$ cat src/design/mem_map_pkg.sv
package mem_map_pkg;

    // Data RAM depth as word-address bits
    localparam int DMEM_ADDR_BITS = 12;

    // Address bits 31:28 that select the I/O region
    localparam logic [3:0] IO_BASE = 4'h8;

    // Byte offsets of the I/O registers inside the region
    typedef enum logic [7:0] {
        IO_CYCLE      = 8'h10,
        IO_INSTRET    = 8'h14,
        IO_CNT_RESET  = 8'h18,
        IO_BR_TOTAL   = 8'h1C,
        IO_BR_CORRECT = 8'h20
    } io_reg_e;

endpackage

$ cat src/design/riscv_isa_pkg.sv
package riscv_isa_pkg;

    // Major opcodes, instruction bits 6:0
    typedef enum logic [6:0] {
        OPC_LOAD   = 7'b0000011,
        OPC_STORE  = 7'b0100011,
        OPC_OP     = 7'b0110011,
        OPC_OP_IMM = 7'b0010011,
        OPC_LUI    = 7'b0110111,
        OPC_AUIPC  = 7'b0010111,
        OPC_JAL    = 7'b1101111,
        OPC_JALR   = 7'b1100111,
        OPC_BRANCH = 7'b1100011
    } opcode_e;

    // funct3 of loads and stores
    typedef enum logic [2:0] {
        SIZE_B  = 3'b000,
        SIZE_H  = 3'b001,
        SIZE_W  = 3'b010,
        SIZE_BU = 3'b100,
        SIZE_HU = 3'b101
    } mem_size_e;

    // Field positions
    localparam int OPCODE_LSB = 0;
    localparam int OPCODE_MSB = 6;
    localparam int RD_LSB     = 7;
    localparam int RD_MSB     = 11;
    localparam int FUNCT3_LSB = 12;
    localparam int FUNCT3_MSB = 14;
    localparam int RS2_LSB    = 20;
    localparam int RS2_MSB    = 24;

    // addi x0, x0, 0
    localparam logic [31:0] NOP = 32'h0000_0013;

endpackage

$ cat src/design/mem_req_if.sv
interface mem_req_if;
    import mem_map_pkg::*;

    // One aligned request, shared by the RAM and the I/O block
    logic [DMEM_ADDR_BITS-1:0] word_addr;
    logic [31:0]               wdata;
    // Zero mask means a read
    logic [3:0]                wmask;
    logic                      dmem_en;
    logic                      io_en;

    // Region enables from the decoder
    modport ctrl (output dmem_en, io_en);
    // Address and lane data from the store packer
    modport packer (output word_addr, wdata, wmask);
    modport consumer (input word_addr, wdata, wmask, dmem_en, io_en);
endinterface

$ cat src/design/io_counters.sv
module io_counters (
    input  logic        clk,
    input  logic        rst_n,
    mem_req_if.consumer req,
    input  logic        is_branch,
    input  logic        br_suc,
    input  logic [31:0] wb_inst,
    output logic [31:0] rdata
);
    import riscv_isa_pkg::*;
    import mem_map_pkg::*;

    logic [31:0] cycle_cnt;
    logic [31:0] instret_cnt;
    logic [31:0] br_total_cnt;
    logic [31:0] br_correct_cnt;
    logic [7:0]  reg_offset;
    logic        cnt_clear;

    // Byte offset inside the I/O region
    assign reg_offset = {req.word_addr[5:0], 2'b00};

    // Any store to the reset register clears all four
    assign cnt_clear = req.io_en && (req.wmask != 4'b0000) && (reg_offset == IO_CNT_RESET);

    always_ff @(posedge clk or negedge rst_n) begin
        if (!rst_n) begin
            cycle_cnt      <= '0;
            instret_cnt    <= '0;
            br_total_cnt   <= '0;
            br_correct_cnt <= '0;
        end else if (cnt_clear) begin
            cycle_cnt      <= '0;
            instret_cnt    <= '0;
            br_total_cnt   <= '0;
            br_correct_cnt <= '0;
        end else begin
            cycle_cnt <= cycle_cnt + 32'd1;
            // Retired means anything but a bubble in WB
            if (wb_inst != NOP) begin
                instret_cnt <= instret_cnt + 32'd1;
            end
            // Branches counted as they pass MEM
            if (is_branch) begin
                br_total_cnt <= br_total_cnt + 32'd1;
            end
            if (is_branch && br_suc) begin
                br_correct_cnt <= br_correct_cnt + 32'd1;
            end
        end
    end

    // Read data one cycle after the request
    always_ff @(posedge clk) begin
        if (req.io_en) begin
            case (reg_offset)
                IO_CYCLE:      rdata <= cycle_cnt;
                IO_INSTRET:    rdata <= instret_cnt;
                IO_BR_TOTAL:   rdata <= br_total_cnt;
                IO_BR_CORRECT: rdata <= br_correct_cnt;
                // Reset register and holes read as zero
                default:       rdata <= '0;
            endcase
        end
    end

endmodule

$ cat src/flat_wrapper.sv
// flat-port wrapper written by rule: the top's interface ports become plain ports
module io_counters_flat import riscv_isa_pkg::*; import mem_map_pkg::*;
  (clk, rst_n, is_branch, br_suc, wb_inst, rdata, req_word_addr, req_wdata, req_wmask, req_dmem_en, req_io_en);
  mem_req_if req_i ();
  input  logic clk;
  input  logic rst_n;
  input  logic is_branch;
  input  logic br_suc;
  input  logic [31:0] wb_inst;
  output logic [31:0] rdata;
  input wire logic [$bits(req_i.word_addr)-1:0] req_word_addr;
  input wire logic [$bits(req_i.wdata)-1:0] req_wdata;
  input wire logic [$bits(req_i.wmask)-1:0] req_wmask;
  input wire logic [$bits(req_i.dmem_en)-1:0] req_dmem_en;
  input wire logic [$bits(req_i.io_en)-1:0] req_io_en;
  assign req_i.word_addr = req_word_addr;
  assign req_i.wdata = req_wdata;
  assign req_i.wmask = req_wmask;
  assign req_i.dmem_en = req_dmem_en;
  assign req_i.io_en = req_io_en;
  io_counters u_core (.clk(clk), .rst_n(rst_n), .req(req_i), .is_branch(is_branch), .br_suc(br_suc), .wb_inst(wb_inst), .rdata(rdata));
endmodule
$ cat config.mk
export PLATFORM = sky130hd
export DESIGN_NAME = io_counters_flat
export DESIGN_NICKNAME = d
export VERILOG_FILES = /design/src/design/mem_map_pkg.sv /design/src/design/riscv_isa_pkg.sv /design/src/design/mem_req_if.sv /design/src/design/io_counters.sv /design/src/flat_wrapper.sv
export SDC_FILE = /design/constraint.sdc
export NUM_CORES = 1
export LEC_CHECK = 0
export ABC_AREA = 1
export BUFFER_PORTS_ARGS = -buffer_cell sky130_fd_sc_hd__buf_2
export CORE_MARGIN = 8
export CORE_UTILIZATION = 30
export CTS_CLUSTER_DIAMETER = 150
export DETAILED_ROUTE_END_ITERATION = 16
export PLACE_DENSITY = 0.43
export SLEW_MARGIN = 15
export SYNTH_ARGS = -nofsm -noshare
export SYNTH_HDL_FRONTEND = slang
export SYNTH_SLANG_ARGS = --single-unit
$ cat constraint.sdc
create_clock -name clk -period 1.7 [get_ports clk]
set_input_delay 0.255 -clock clk [delete_from_list [all_inputs] [get_ports clk]]
set_output_delay 0.255 -clock clk [all_outputs]
set_load 0.1 [all_outputs]
; ---- Yosys cells after proc, flatten, opt, wreduce, memory -nomap -nowiden
; Cells that the tools add are included.
[totals]
rom_bits = 0
latch_bits = 0
ramBits = 0
mem_count = 0
register_bits = 160
out_inout_bits = 32
[classes]
n_mul = 0
addsub = 4
reduce_logical = 7
n_mux = 8
div = 0
n_shift = 0
magnitude_cmp = 0
n_eq_ne = 6
n_bitwise = 0
[ops]
columns = op, count
row1 = $mux 32, 7
row2 = $add 32x1->32 const B, 4
row3 = $pmux 32 s4, 1
row4 = $ne 32x5->1 const B, 1
row5 = $eq 6x3->1 const B, 4
row6 = $eq 6x4->1 const B, 1
row7 = $reduce_bool 2->1, 3
row8 = $reduce_bool 4->1, 1
row9 = $logic_and 1x1->1, 3

; ---- Depth between registers and ports, before layout
; Gate-level depths: netlist (run 1).
[logic_depth]
word_depth = 4
mapped_depth = 10

; ---- Least setup slack after synthesis (run 1)
; Ideal clock, no wire load.
[synth_timing]
path_kind = reg2reg
from = register u_core.br_correct_cnt[0]
to = register u_core.br_correct_cnt[12]
period_less_slack_ps = 1436
n_path_buf = 0
arrival_ps = 1306
t_required_ps = 1569
stages_incl_launch_ff = 7
slack_ps = 264
cell_sequence = dfrtp_1 -> ha_1 -> nand3_1 -> nor3_4 -> nand2_1 -> o21ai_0 -> a21boi_1
[synth_via]
elab_chain_cells = 3
[synth_rtl]
columns = item, line
row1 = start: declaration, io_counters.sv:16  ; logic [31:0] br_correct_cnt;
row2 = start signal: assignment, io_counters.sv:48  ; br_correct_cnt <= br_correct_cnt + 32'd1;
row3 = $add 32x1->32, io_counters.sv:48
row4 = $mux 32, io_counters.sv:47  ; if (is_branch && br_suc) begin
row5 = $mux 32, io_counters.sv:32  ; end else if (cnt_clear) begin
; No other way between the ends. The select of a mux whose other input is x is not followed.
; A chain may end at the register's enable or synchronous reset.

; ---- Final worst setup path (run 1)
[layout_timing]
from = register u_core.br_total_cnt[1]
to = register u_core.br_total_cnt[24]
[layout_via]
elab_chain_cells = 3
[layout_rtl]
columns = item, line
row1 = start: declaration, io_counters.sv:15  ; logic [31:0] br_total_cnt;
row2 = start signal: assignment, io_counters.sv:45  ; br_total_cnt <= br_total_cnt + 32'd1;
row3 = $add 32x1->32, io_counters.sv:45
row4 = $mux 32, io_counters.sv:44  ; if (is_branch) begin
row5 = $mux 32, io_counters.sv:32
; No other way between the ends. The select of a mux whose other input is x is not followed.

==> results of run 1 <==
## power groups by stage
stage	Clock (mW)	Combinational (mW)	Sequential, mW
2_1_floorplan	0	1.27	5.20
3_3_place_gp	0	2.28	5.16
3_5_place_dp	0	2.32	5.16
4_1_cts	4.06	2.33	5.09
5_1_grt	4.19	2.72	5.18
6_report	3.94	2.41	5.11
## worst max path at each step
stage               cells past startpoint                     start  slack (ps)                        end
finish                                  8    u_core.br_total_cnt[1]          80    u_core.br_total_cnt[24]
global placement                        7          req_word_addr[1]          20            u_core.rdata[8]
detailed placement                      7  u_core.br_correct_cnt[0]           5  u_core.br_correct_cnt[22]
global route                            8    u_core.br_total_cnt[1]          -5    u_core.br_total_cnt[28]
floorplan                               6  u_core.br_correct_cnt[0]         260  u_core.br_correct_cnt[12]
CTS                                     9  u_core.br_correct_cnt[0]          10  u_core.br_correct_cnt[20]
## routing by layer
metal	GRT usage, %	up-vias	share of wire [%]
li1	-	4754	-
met1	24.9	4389	49
met2	28.4	230	45
met3	3.02	38	3.9
met4	5.47	0	1.9
met5	0	-	0
## registers in the layout, summed over array words and instances, names as in the netlist
signal	cells
u_core.br_correct_cnt	32
u_core.br_total_cnt	32
u_core.cycle_cnt	32
u_core.instret_cnt	32
u_core.rdata	32
## area by class of cell
class	instances	share of cell area, %
clock buffers	22	4.00
clock inverters	10	0.950
inverters	153	4.85
multi-input cells	1057	41.1
flip-flops and latches	160	35.2
well taps	408	4.31
repair buffers	151	9.58
## critical path, delay by kind of cell (launching register included)
family	cells	cell delay, ps
simple gates	7	910
fa+ha+maj	1	200
flops	1	400
## through the flow
step,instances,TNS (ps)
after global routing,1961,-8.67
after global placement,1922,0
final,1961,0
after detailed placement,1922,0
after floorplan,1401,0
after CTS,1955,0
## cell usage in the layout, fill, tap and decap left out, types with 10 or more instances in the layout
cell,n
nand4_1,69
nor2_4,10
inv_1,146
nor3_1,20
buf_12,15
a21oi_1,49
nand2_2,10
buf_2,77
nor2_2,24
nand2_1,503
nand3_1,67
buf_4,57
nor2_1,206
edfxtp_1,32
o21ai_0,39
dfrtp_1,125
clkbuf_16,17
nand3_2,10
## cell families after synthesis
group | share of synthesized area (%)
AO/OA/AOI/OAI | 5.28
flip-flops | 43.0
multiplexers | 0.103
adder cells (fa/ha/maj) | 0.516
XOR/XNOR | 0.542
AND/OR/NAND/NOR | 42.9
buffers and inverters | 7.73
## timing repair
item / CTS / global route
hold endpoints to repair: 26 / 0
hold buffers: 1 / 0
gates resized for setup: 1 / 25
pin swaps: 0 / 3
setup buffers: 0 / 6
setup endpoints to repair: 1 / 30
==> qor.yml, run 1 <==
status: "finished clean"
reg2reg_depth: 8
grt_overflow_total: 0
finalCritPeriodShare_pct: 95.2
via_count: 9411
r2r-end: "u_core.br_total_cnt[24]"
hpwl_um: 26000
maxCapViolations: 0
setup_viol: 0
crit_path_cell_trace: "ha_1 > nand3_2 > nor3_1 > nand2_1 > nor2_1 > nand3_1 > nand2_1 > nor2_1"
rr_startpoint: "u_core.br_total_cnt[1]"
rsz0062_at_grt: "true"
multi_input_area_sq_um: 4880
initialDrtViolationCount: 635
yosys.area.top_type: "dfrtp_1"
rows: 66
clockBufferDepth: 2
hold_ws_ps: 205
min_period_ps: 1620
switching_share_pct: 33.5
synth.area.top_cells: "dfrtp_1 33%, nand2_1 20%, edfxtp_1 9.9%"
hold_viol_final: 0
hold_path_end: "u_core.br_correct_cnt[1]"
nets: 1630
switchingPower_mw: 3.84
worstPathRequired_ps: 2040
hold_start: "br_suc"
seqPwrFrac_pct: 44.6
ys_seq_area_share_pct: 43.0
yosysUniqueCellTypes: 43
cpPeakStageDelay_ps: 400
internal_power_mw: 7.62
synth_edf_count: 32
utilization_pct: 36.8
power.density_nw_per_um2: 967
die-area_sq_um: 38300
fin_area_sq_um: 11900
synthTopCellsByCount: "507 x nand2_1, 218 x nor2_1, 146 x inv_1"
nFillCells: 3449
syn_to_final_growth_pct: 22.3
ant_nets: 0
grt_antenna_before_repair: 0
avgSynthCellArea_sq_um: 6.92
synth_nets: 1491
drv_slew: 0
diodes: 0
htree_levels: 4
start_kind: "flop"
synthFlopType: "dfrtp_1"
leakagePower_nw: 5.58
crit_slowest_cell: "dfrtp_1"
async_reset_ff_share_pct: 80.0
drt_wl_total_um: 33700
grt_max_degree: 48
cts_buffers: 17
synth.most_common_cell: "nand2_1"
setup_ws_ps: 81.4
die-width_um: 196
yosysTopAreaCellShare_pct: 33.0
r2r_setup_slack_ps: 80
comb_power_share_pct: 21.0
cp.arrival_ps: 1960
finalPower_mw: 11.5
place.gp.congestion: 0.850
tightest_slew_ps: 535
cts_tree: "built"
drive_above_1_share_pct: 16.9
viasPerCell: 4.80
start_util_pct: 30.1
core-area_sq_um: 32200
path_max_fanout: 4
preCtsSetupSlack_ps: 4.68
endpoint_kind: "flop"
clk_pin_slew_worst_paths_ps: 70
grtUsageTotal_pct: 18.0
drc: 0
root_buffer: "clkbuf_16"
cts_sinks: 160
grt_pass1_vias: 9124
min_path_type: "input pin to flop"
die_h_um: 196
fmax_mhz: 618
fin_worst_skew_ps: 17.0
grt_pass1_wl_um: 52900
hold_path_depth: 4
slew-limit-headroom_pct: 64.4
yosys_warnings: 0
max-vdd-ir-drop_mv: 0.736
synth-seq-cells: 160
clkPwrFrac_pct: 34.4
dpl_cell_area_sq_um: 11100
route.detailed.wl_per_inst_um: 17.2
place.port_buffers: 78
syn-instance-count: 1401
clock_latency_ps: 450
ios: 118
crit_type: "flop to flop"
syn_area_sq_um: 9690
drt-pass1-iter-count: 5
register_area_sq_um: 4170
Note: power is estimated with default switching activity, not from simulation.
==> run 2: changes to the inputs <==
==> constraint.sdc (replaced) <==
create_clock -name clk -period 1.7 [get_ports clk]
set_input_delay 0.17 -clock clk [delete_from_list [all_inputs] [get_ports clk]]
set_output_delay 0.17 -clock clk [all_outputs]
set_load 0.1 [all_outputs]
==> run 2 against run 1 <==
Against the previous run: critical path type unchanged; cell area down 1.4%; global-route usage fell by 0.16 points; critical path depth shrank 1; die area is the same; sequential power is essentially flat; via count down 1.1%; highest routed layer unchanged; power shrank 0.79%; first-iteration DRC count rose by 4.9%; utilization is 0.51 points lower; flip-flop and latch count did not move; clock skew down 3.0 ps.
==> qor.yml, run 2 (synthesis results as in run 1) <==
via_count: 9312
maxCapViolations: 0
grt_max_degree: 43
diodes: 0
drv_slew: 0
hold_viol_final: 0
min_path_type: "input pin to flop"
max-vdd-ir-drop_mv: 0.739
utilization_pct: 36.3
power.density_nw_per_um2: 973
cts_buffers: 17
fin_worst_skew_ps: 14.1
path_delay_family: "simple AND/OR/NAND/NOR gates"
fin_tns_setup_ps: 0
grtUsageMet2_pct: 28.0
leakagePower_nw: 5.50
cts_sinks: 160
path_max_fanout: 5
endpoint_kind: "flop"
cts_tree: "built"
clock_latency_ps: 440
setup_ws_ps: 117
drc: 0
finalCritPeriodShare_pct: 93.1
ant_nets: 0
multi_input_area_sq_um: 4870
status: "finished clean"
drt-pass1-iter-count: 5
grt_overflow_total: 0
cp.arrival_ps: 1910
grt_antenna_before_repair: 0
start_kind: "flop"
crit_type: "flop to flop"
tightest_slew_ps: 534
core-area_sq_um: 32200
top_usage_layer: "met2"
die-area_sq_um: 38300
crit_buf_inv: 0
grt_pass1_vias: 8967
grtUsageTotal_pct: 17.8
cpPeakStageDelay_ps: 530
min_period_ps: 1580
route.detailed.wl_per_inst_um: 17.3
fmax_mhz: 632
hold_ws_ps: 120
crit_slowest_cell: "dfrtp_1"
nFillCells: 3467
rows: 66
finalPower_mw: 11.4
crit_top_cell: "nand2_1"
start_util_pct: 30.1
hpwl_um: 25800
viasPerCell: 4.78
die-width_um: 196
slew-limit-headroom_pct: 64.4
initialDrtViolationCount: 666
clk_pin_slew_worst_paths_ps: 70
syn_to_final_growth_pct: 20.6
layout_common_cells: "505 x nand2_1, 206 x nor2_1, 146 x inv_1, 126 x dfrtp_1, 77 x buf_2"
gr-usage-met3_pct: 2.54
setup_viol: 0
grtUsageMet1_pct: 25.3
crit_path_cell_trace: "nand2_1 > nor2_1 > nand2_1 > nor2_2 > nand3_1 > nand4_1 > nand2_1"
drive_above_1_share_pct: 16.2
nets: 1618
place.gp.congestion: 0.865
grt_pass1_wl_um: 52800
htree_levels: 4
rsz0062_at_grt: "true"
place.port_buffers: 78
ios: 118
drt_wl_total_um: 33600
preCtsSetupSlack_ps: 46.5
worstPathRequired_ps: 2020
layout_commonest_cell: "nand2_1"
die_h_um: 196
root_buffer: "clkbuf_16"
clockBufferDepth: 2
register_area_sq_um: 4170
[run 2: cell count changes in the layout (fill, tap and decap cells not counted), sizes merged]
cell	before	now
clkinvlp	4	2
inv	153	162
bufinv	2	1
buf	150	138
clkinv	4	3
clkbuf	22	17
[run 2: area by class of cell]
cell class / count / share of cell area (%)
multi-input combinational: 1057 / 41.7
sequential: 160 / 35.7
timing repair buffer: 139 / 8.51
inverter: 153 / 4.91
tap: 408 / 4.37
clock buffer: 17 / 3.64
clock inverter: 15 / 1.25
[run 2: what timing repair did]
action                     in CTS  in global routing
setup buffers                   0                  6
setup endpoints to repair       0                 30
hold endpoints to repair       32                  0
gates resized for setup         0                 22
hold buffers                    1                  0
[run 2: final timing paths]
check | to | slack [ps] | cells after the start | from
worst max register to register | u_core.instret_cnt[25] | 120 | 7 | u_core.instret_cnt[8]
min in group asynchronous | u_core.instret_cnt[24] | 240 | 2 | rst_n
worst max-delay path | u_core.instret_cnt[25] | 120 | 7 | u_core.instret_cnt[8]
worst min register to register | u_core.br_total_cnt[11] | 520 | 1 | u_core.br_total_cnt[11]
max in group asynchronous | u_core.br_total_cnt[22] | 900 | 3 | rst_n
worst min-delay path | u_core.br_correct_cnt[1] | 120 | 4 | br_suc
[run 2: metrics by stage]
| step | instances | area, sq um |
|---|---|---|
| finish | 1949 | 11700 |
| global route | 1949 | 11700 |
| global placement | 1910 | 11000 |
| CTS | 1943 | 11600 |
| floorplan | 1401 | 9690 |
| detailed placement | 1910 | 11000 |
[run 2: worst min-delay path, cell delays in order]
cell and delay (ps):
buf_2 100, nand2_4 100, nand2_1 90, a21oi_1 60
[run 2: metal layers]
| metal | wire length [um] | part of all wire (%) |
|---|---|---|
| met1 | 16800 | 50 |
| met2 | 15200 | 45 |
| met4 | 648 | 1.9 |
| met5 | 0 | 0 |
| met3 | 1060 | 3.2 |
[run 2: report_power, final]
| part | internal [mW] | total [mW] | switching, mW |
|---|---|---|---|
| Sequential | 4.44 | 5.09 | 0.654 |
| Clock | 2.07 | 3.92 | 1.85 |
| Combinational | 0.868 | 2.36 | 1.49 |
==> run 3: changes to the inputs <==
ABC_AREA = 0   (was 1)
CTS_BUF_LIST = sky130_fd_sc_hd__clkbuf_8   (was unset)
==> run 3 against run 2 <==
Against the previous run: the flow now finishes with violations (setup timing); register-to-register slack worse by 270 ps; area after synthesis shrank 14%; sequential share of layout area up 0.34 points; cell area is 1.0% lower; worst hold slack improved by 67 ps; cell count down 24%; maximum frequency fell by 14%; utilization increased by 5.7 points.
==> qor.yml, run 3 <==
setup_ws_ps: -148
maxCapViolations: 0
dp_cells: 1405
synthFlopType: "dfrtp_1"
internal_power_mw: 6.88
grt_max_degree: 44
synth_edf_count: 32
hold_viol_final: 0
r2r_setup_slack_ps: -150
async_reset_ff_share_pct: 80.0
syn_to_final_growth_pct: 39.3
ant_nets: 0
seqPwrFrac_pct: 46.7
synth.area.top_cells: "dfrtp_1 39%, edfxtp_1 12%, xnor2_1 4.7%"
place.gp.congestion: 0.777
clk_pin_slew_worst_paths_ps: 110
ios: 118
yosysTopAreaCellShare_pct: 38.6
die_h_um: 182
clock_latency_ps: 470
setup.worst_path.start: "u_core.cycle_cnt[12]"
grt_overflow_total: 0
fmax_mhz: 541
avgSynthCellArea_sq_um: 9.95
via_count: 7254
fin_tns_setup_ps: -878
cts_tree: "built"
start_kind: "flop"
rsz0062_at_grt: "true"
status: "finished with violations"
yosys_warnings: 0
layout_commonest_cell: "buf_4"
slew-limit-headroom_pct: 66.8
failed_checks: "setup timing"
grt_pass1_wl_um: 39700
switchingPower_mw: 3.29
cts_sinks: 160
clkPwrFrac_pct: 28.0
root_buffer: "clkbuf_8"
synth_top_family_by_area: "simple AND/OR/NAND/NOR gates"
cp.arrival_ps: 2240
die-area_sq_um: 33300
rows: 61
finalCritPeriodShare_pct: 109
min_path_type: "input pin to async pin"
setup_viol: 14
synth_nets: 925
core-area_sq_um: 27600
power.density_nw_per_um2: 879
htree_levels: 4
route.detailed.wl_per_inst_um: 16.9
diodes: 0
endpoint_kind: "flop"
drv_slew: 0
comb_power_share_pct: 25.3
synthMuxAreaShare_pct: 3.98
synth.most_common_cell: "dfrtp_1"
crit_slowest_cell: "or4_4"
viasPerCell: 4.92
start_util_pct: 30.1
synthTopCellsByCount: "128 x dfrtp_1, 104 x nor2_1, 52 x nand2_1"
synth-seq-cells: 160
crit_type: "flop to flop"
fin_cells: 1474
switching_share_pct: 32.3
die-width_um: 182
synth_compound_area_share_pct: 10.2
leakagePower_nw: 5.03
hpwl_um: 17400
path_max_fanout: 4
min_period_ps: 1850
grt_pass1_vias: 7309
ys_seq_area_share_pct: 50.1
syn_area_sq_um: 8300
drt-pass1-iter-count: 4
drive_above_1_share_pct: 34.3
drt_wl_total_um: 24900
nets: 1173
yosys.area.top_type: "dfrtp_1"
syn-instance-count: 835
initialDrtViolationCount: 362
max-vdd-ir-drop_mv: 0.532
grt_antenna_before_repair: 0
rr_startpoint: "u_core.cycle_cnt[12]"
crit_path_cell_trace: "and4_4 > nand3_2 > or4_4 > or3_1 > a21oi_1"
yosysUniqueCellTypes: 50
fin_worst_skew_ps: 28.0
endpoint: "u_core.cycle_cnt[25]"
finalPower_mw: 10.2
layout_common_cells: "158 x buf_4, 128 x dfrtp_1, 102 x nor2_1, 77 x buf_2, 51 x nand2_1"
drc: 0
clockBufferDepth: 2
synthAdderAreaFrac_pct: 0.603
synth-xor-area-share_pct: 9.39
tightest_slew_ps: 501
grtUsageTotal_pct: 15.1
place.port_buffers: 78
synth_simple_gate_area_share_pct: 22.7
cpPeakStageDelay_ps: 580
preCtsSetupSlack_ps: -190
r2r-end: "u_core.cycle_cnt[25]"
reg2reg_depth: 5
cts_buffers: 17
worstPathRequired_ps: 2090
[run 3: cell types whose count changed after synthesis, moves of 22 or more]
cell	change
a22oi_1	+29
inv_1	-129
mux2i_1	+32
nand2_1	-455
nand3_1	-33
nand4_1	-34
nor2_1	-114
nor4_1	+33
or4_1	+22
xnor2_1	+44
xor2_1	+39
[run 3: worst min path at each step]
stage | cells after the start | end | startpoint | slack [ps]
after CTS | 4 | u_core.br_correct_cnt[1] | is_branch | 160
after detailed placement | 1 | u_core.cycle_cnt[6] | rst_n | 130
after floorplan | 0 | u_core.br_correct_cnt[0] | rst_n | -130
final | 2 | u_core.br_correct_cnt[8] | rst_n | 190
after global placement | 1 | u_core.cycle_cnt[6] | rst_n | 130
after global routing | 4 | u_core.br_correct_cnt[1] | is_branch | 180
[run 3: critical path: cells and delay by family (launching register included)]
kind               cells  cell delay [ps]
DFF                    1              370
AOI/OAI and AO/OA      1              140
and+or+nand+nor        4             1270
[run 3: through the flow]
| stage | hold WS (ps) | instance area [sq um] | utilization (%) |
|---|---|---|---|
| 6_report | 187 | 11600 | 42.0 |
| 3_3_place_gp | 131 | 10400 | 37.8 |
| 2_1_floorplan | -126 | 8350 | - |
| 5_1_grt | 177 | 11600 | 42.0 |
| 3_5_place_dp | 132 | 10400 | 37.8 |
| 4_1_cts | 161 | 11000 | 39.8 |
[run 3: kinds of logic after synthesis]
group	after synthesis
flops	160
buf+inv	57
simple gates	355
compound gates	137
mux	33
xor+xnor	89
fa+ha+maj	4
[run 3: layout make-up]
class	instances	area, sq um
clock inverters	15	150
clock buffers	17	234
multi-input cells	619	4370
repair buffers	268	2110
fillers	2707	16000
well taps	378	473
inverters	17	63.8
flip-flops and latches	160	4160
[run 3: per-layer routing]
metal  wire length [um]  share of wire (%)  track usage (%)
met2              11800                 47             23.9
met3                860                3.4             2.78
met5                  0                  0                0
met4                325                1.3             4.49
met1              12000                 48             20.6
[run 3: timing repair]
action                                 CTS  global route
resized for setup                       16            82
pin swaps                               14            53
endpoints found under the hold margin   85             0
setup endpoints to repair               32            57
hold buffers                             2             0
setup buffers                           10            24
gates cloned                             0             2
[run 3: power by group through the flow]
stage,clock network (mW),registers (mW),logic (mW)
floorplan,0,5.19,0.838
global placement,0,4.81,2.40
detailed placement,0,4.82,2.43
CTS,2.95,4.74,2.51
global route,3.10,4.82,2.85
finish,2.84,4.75,2.57
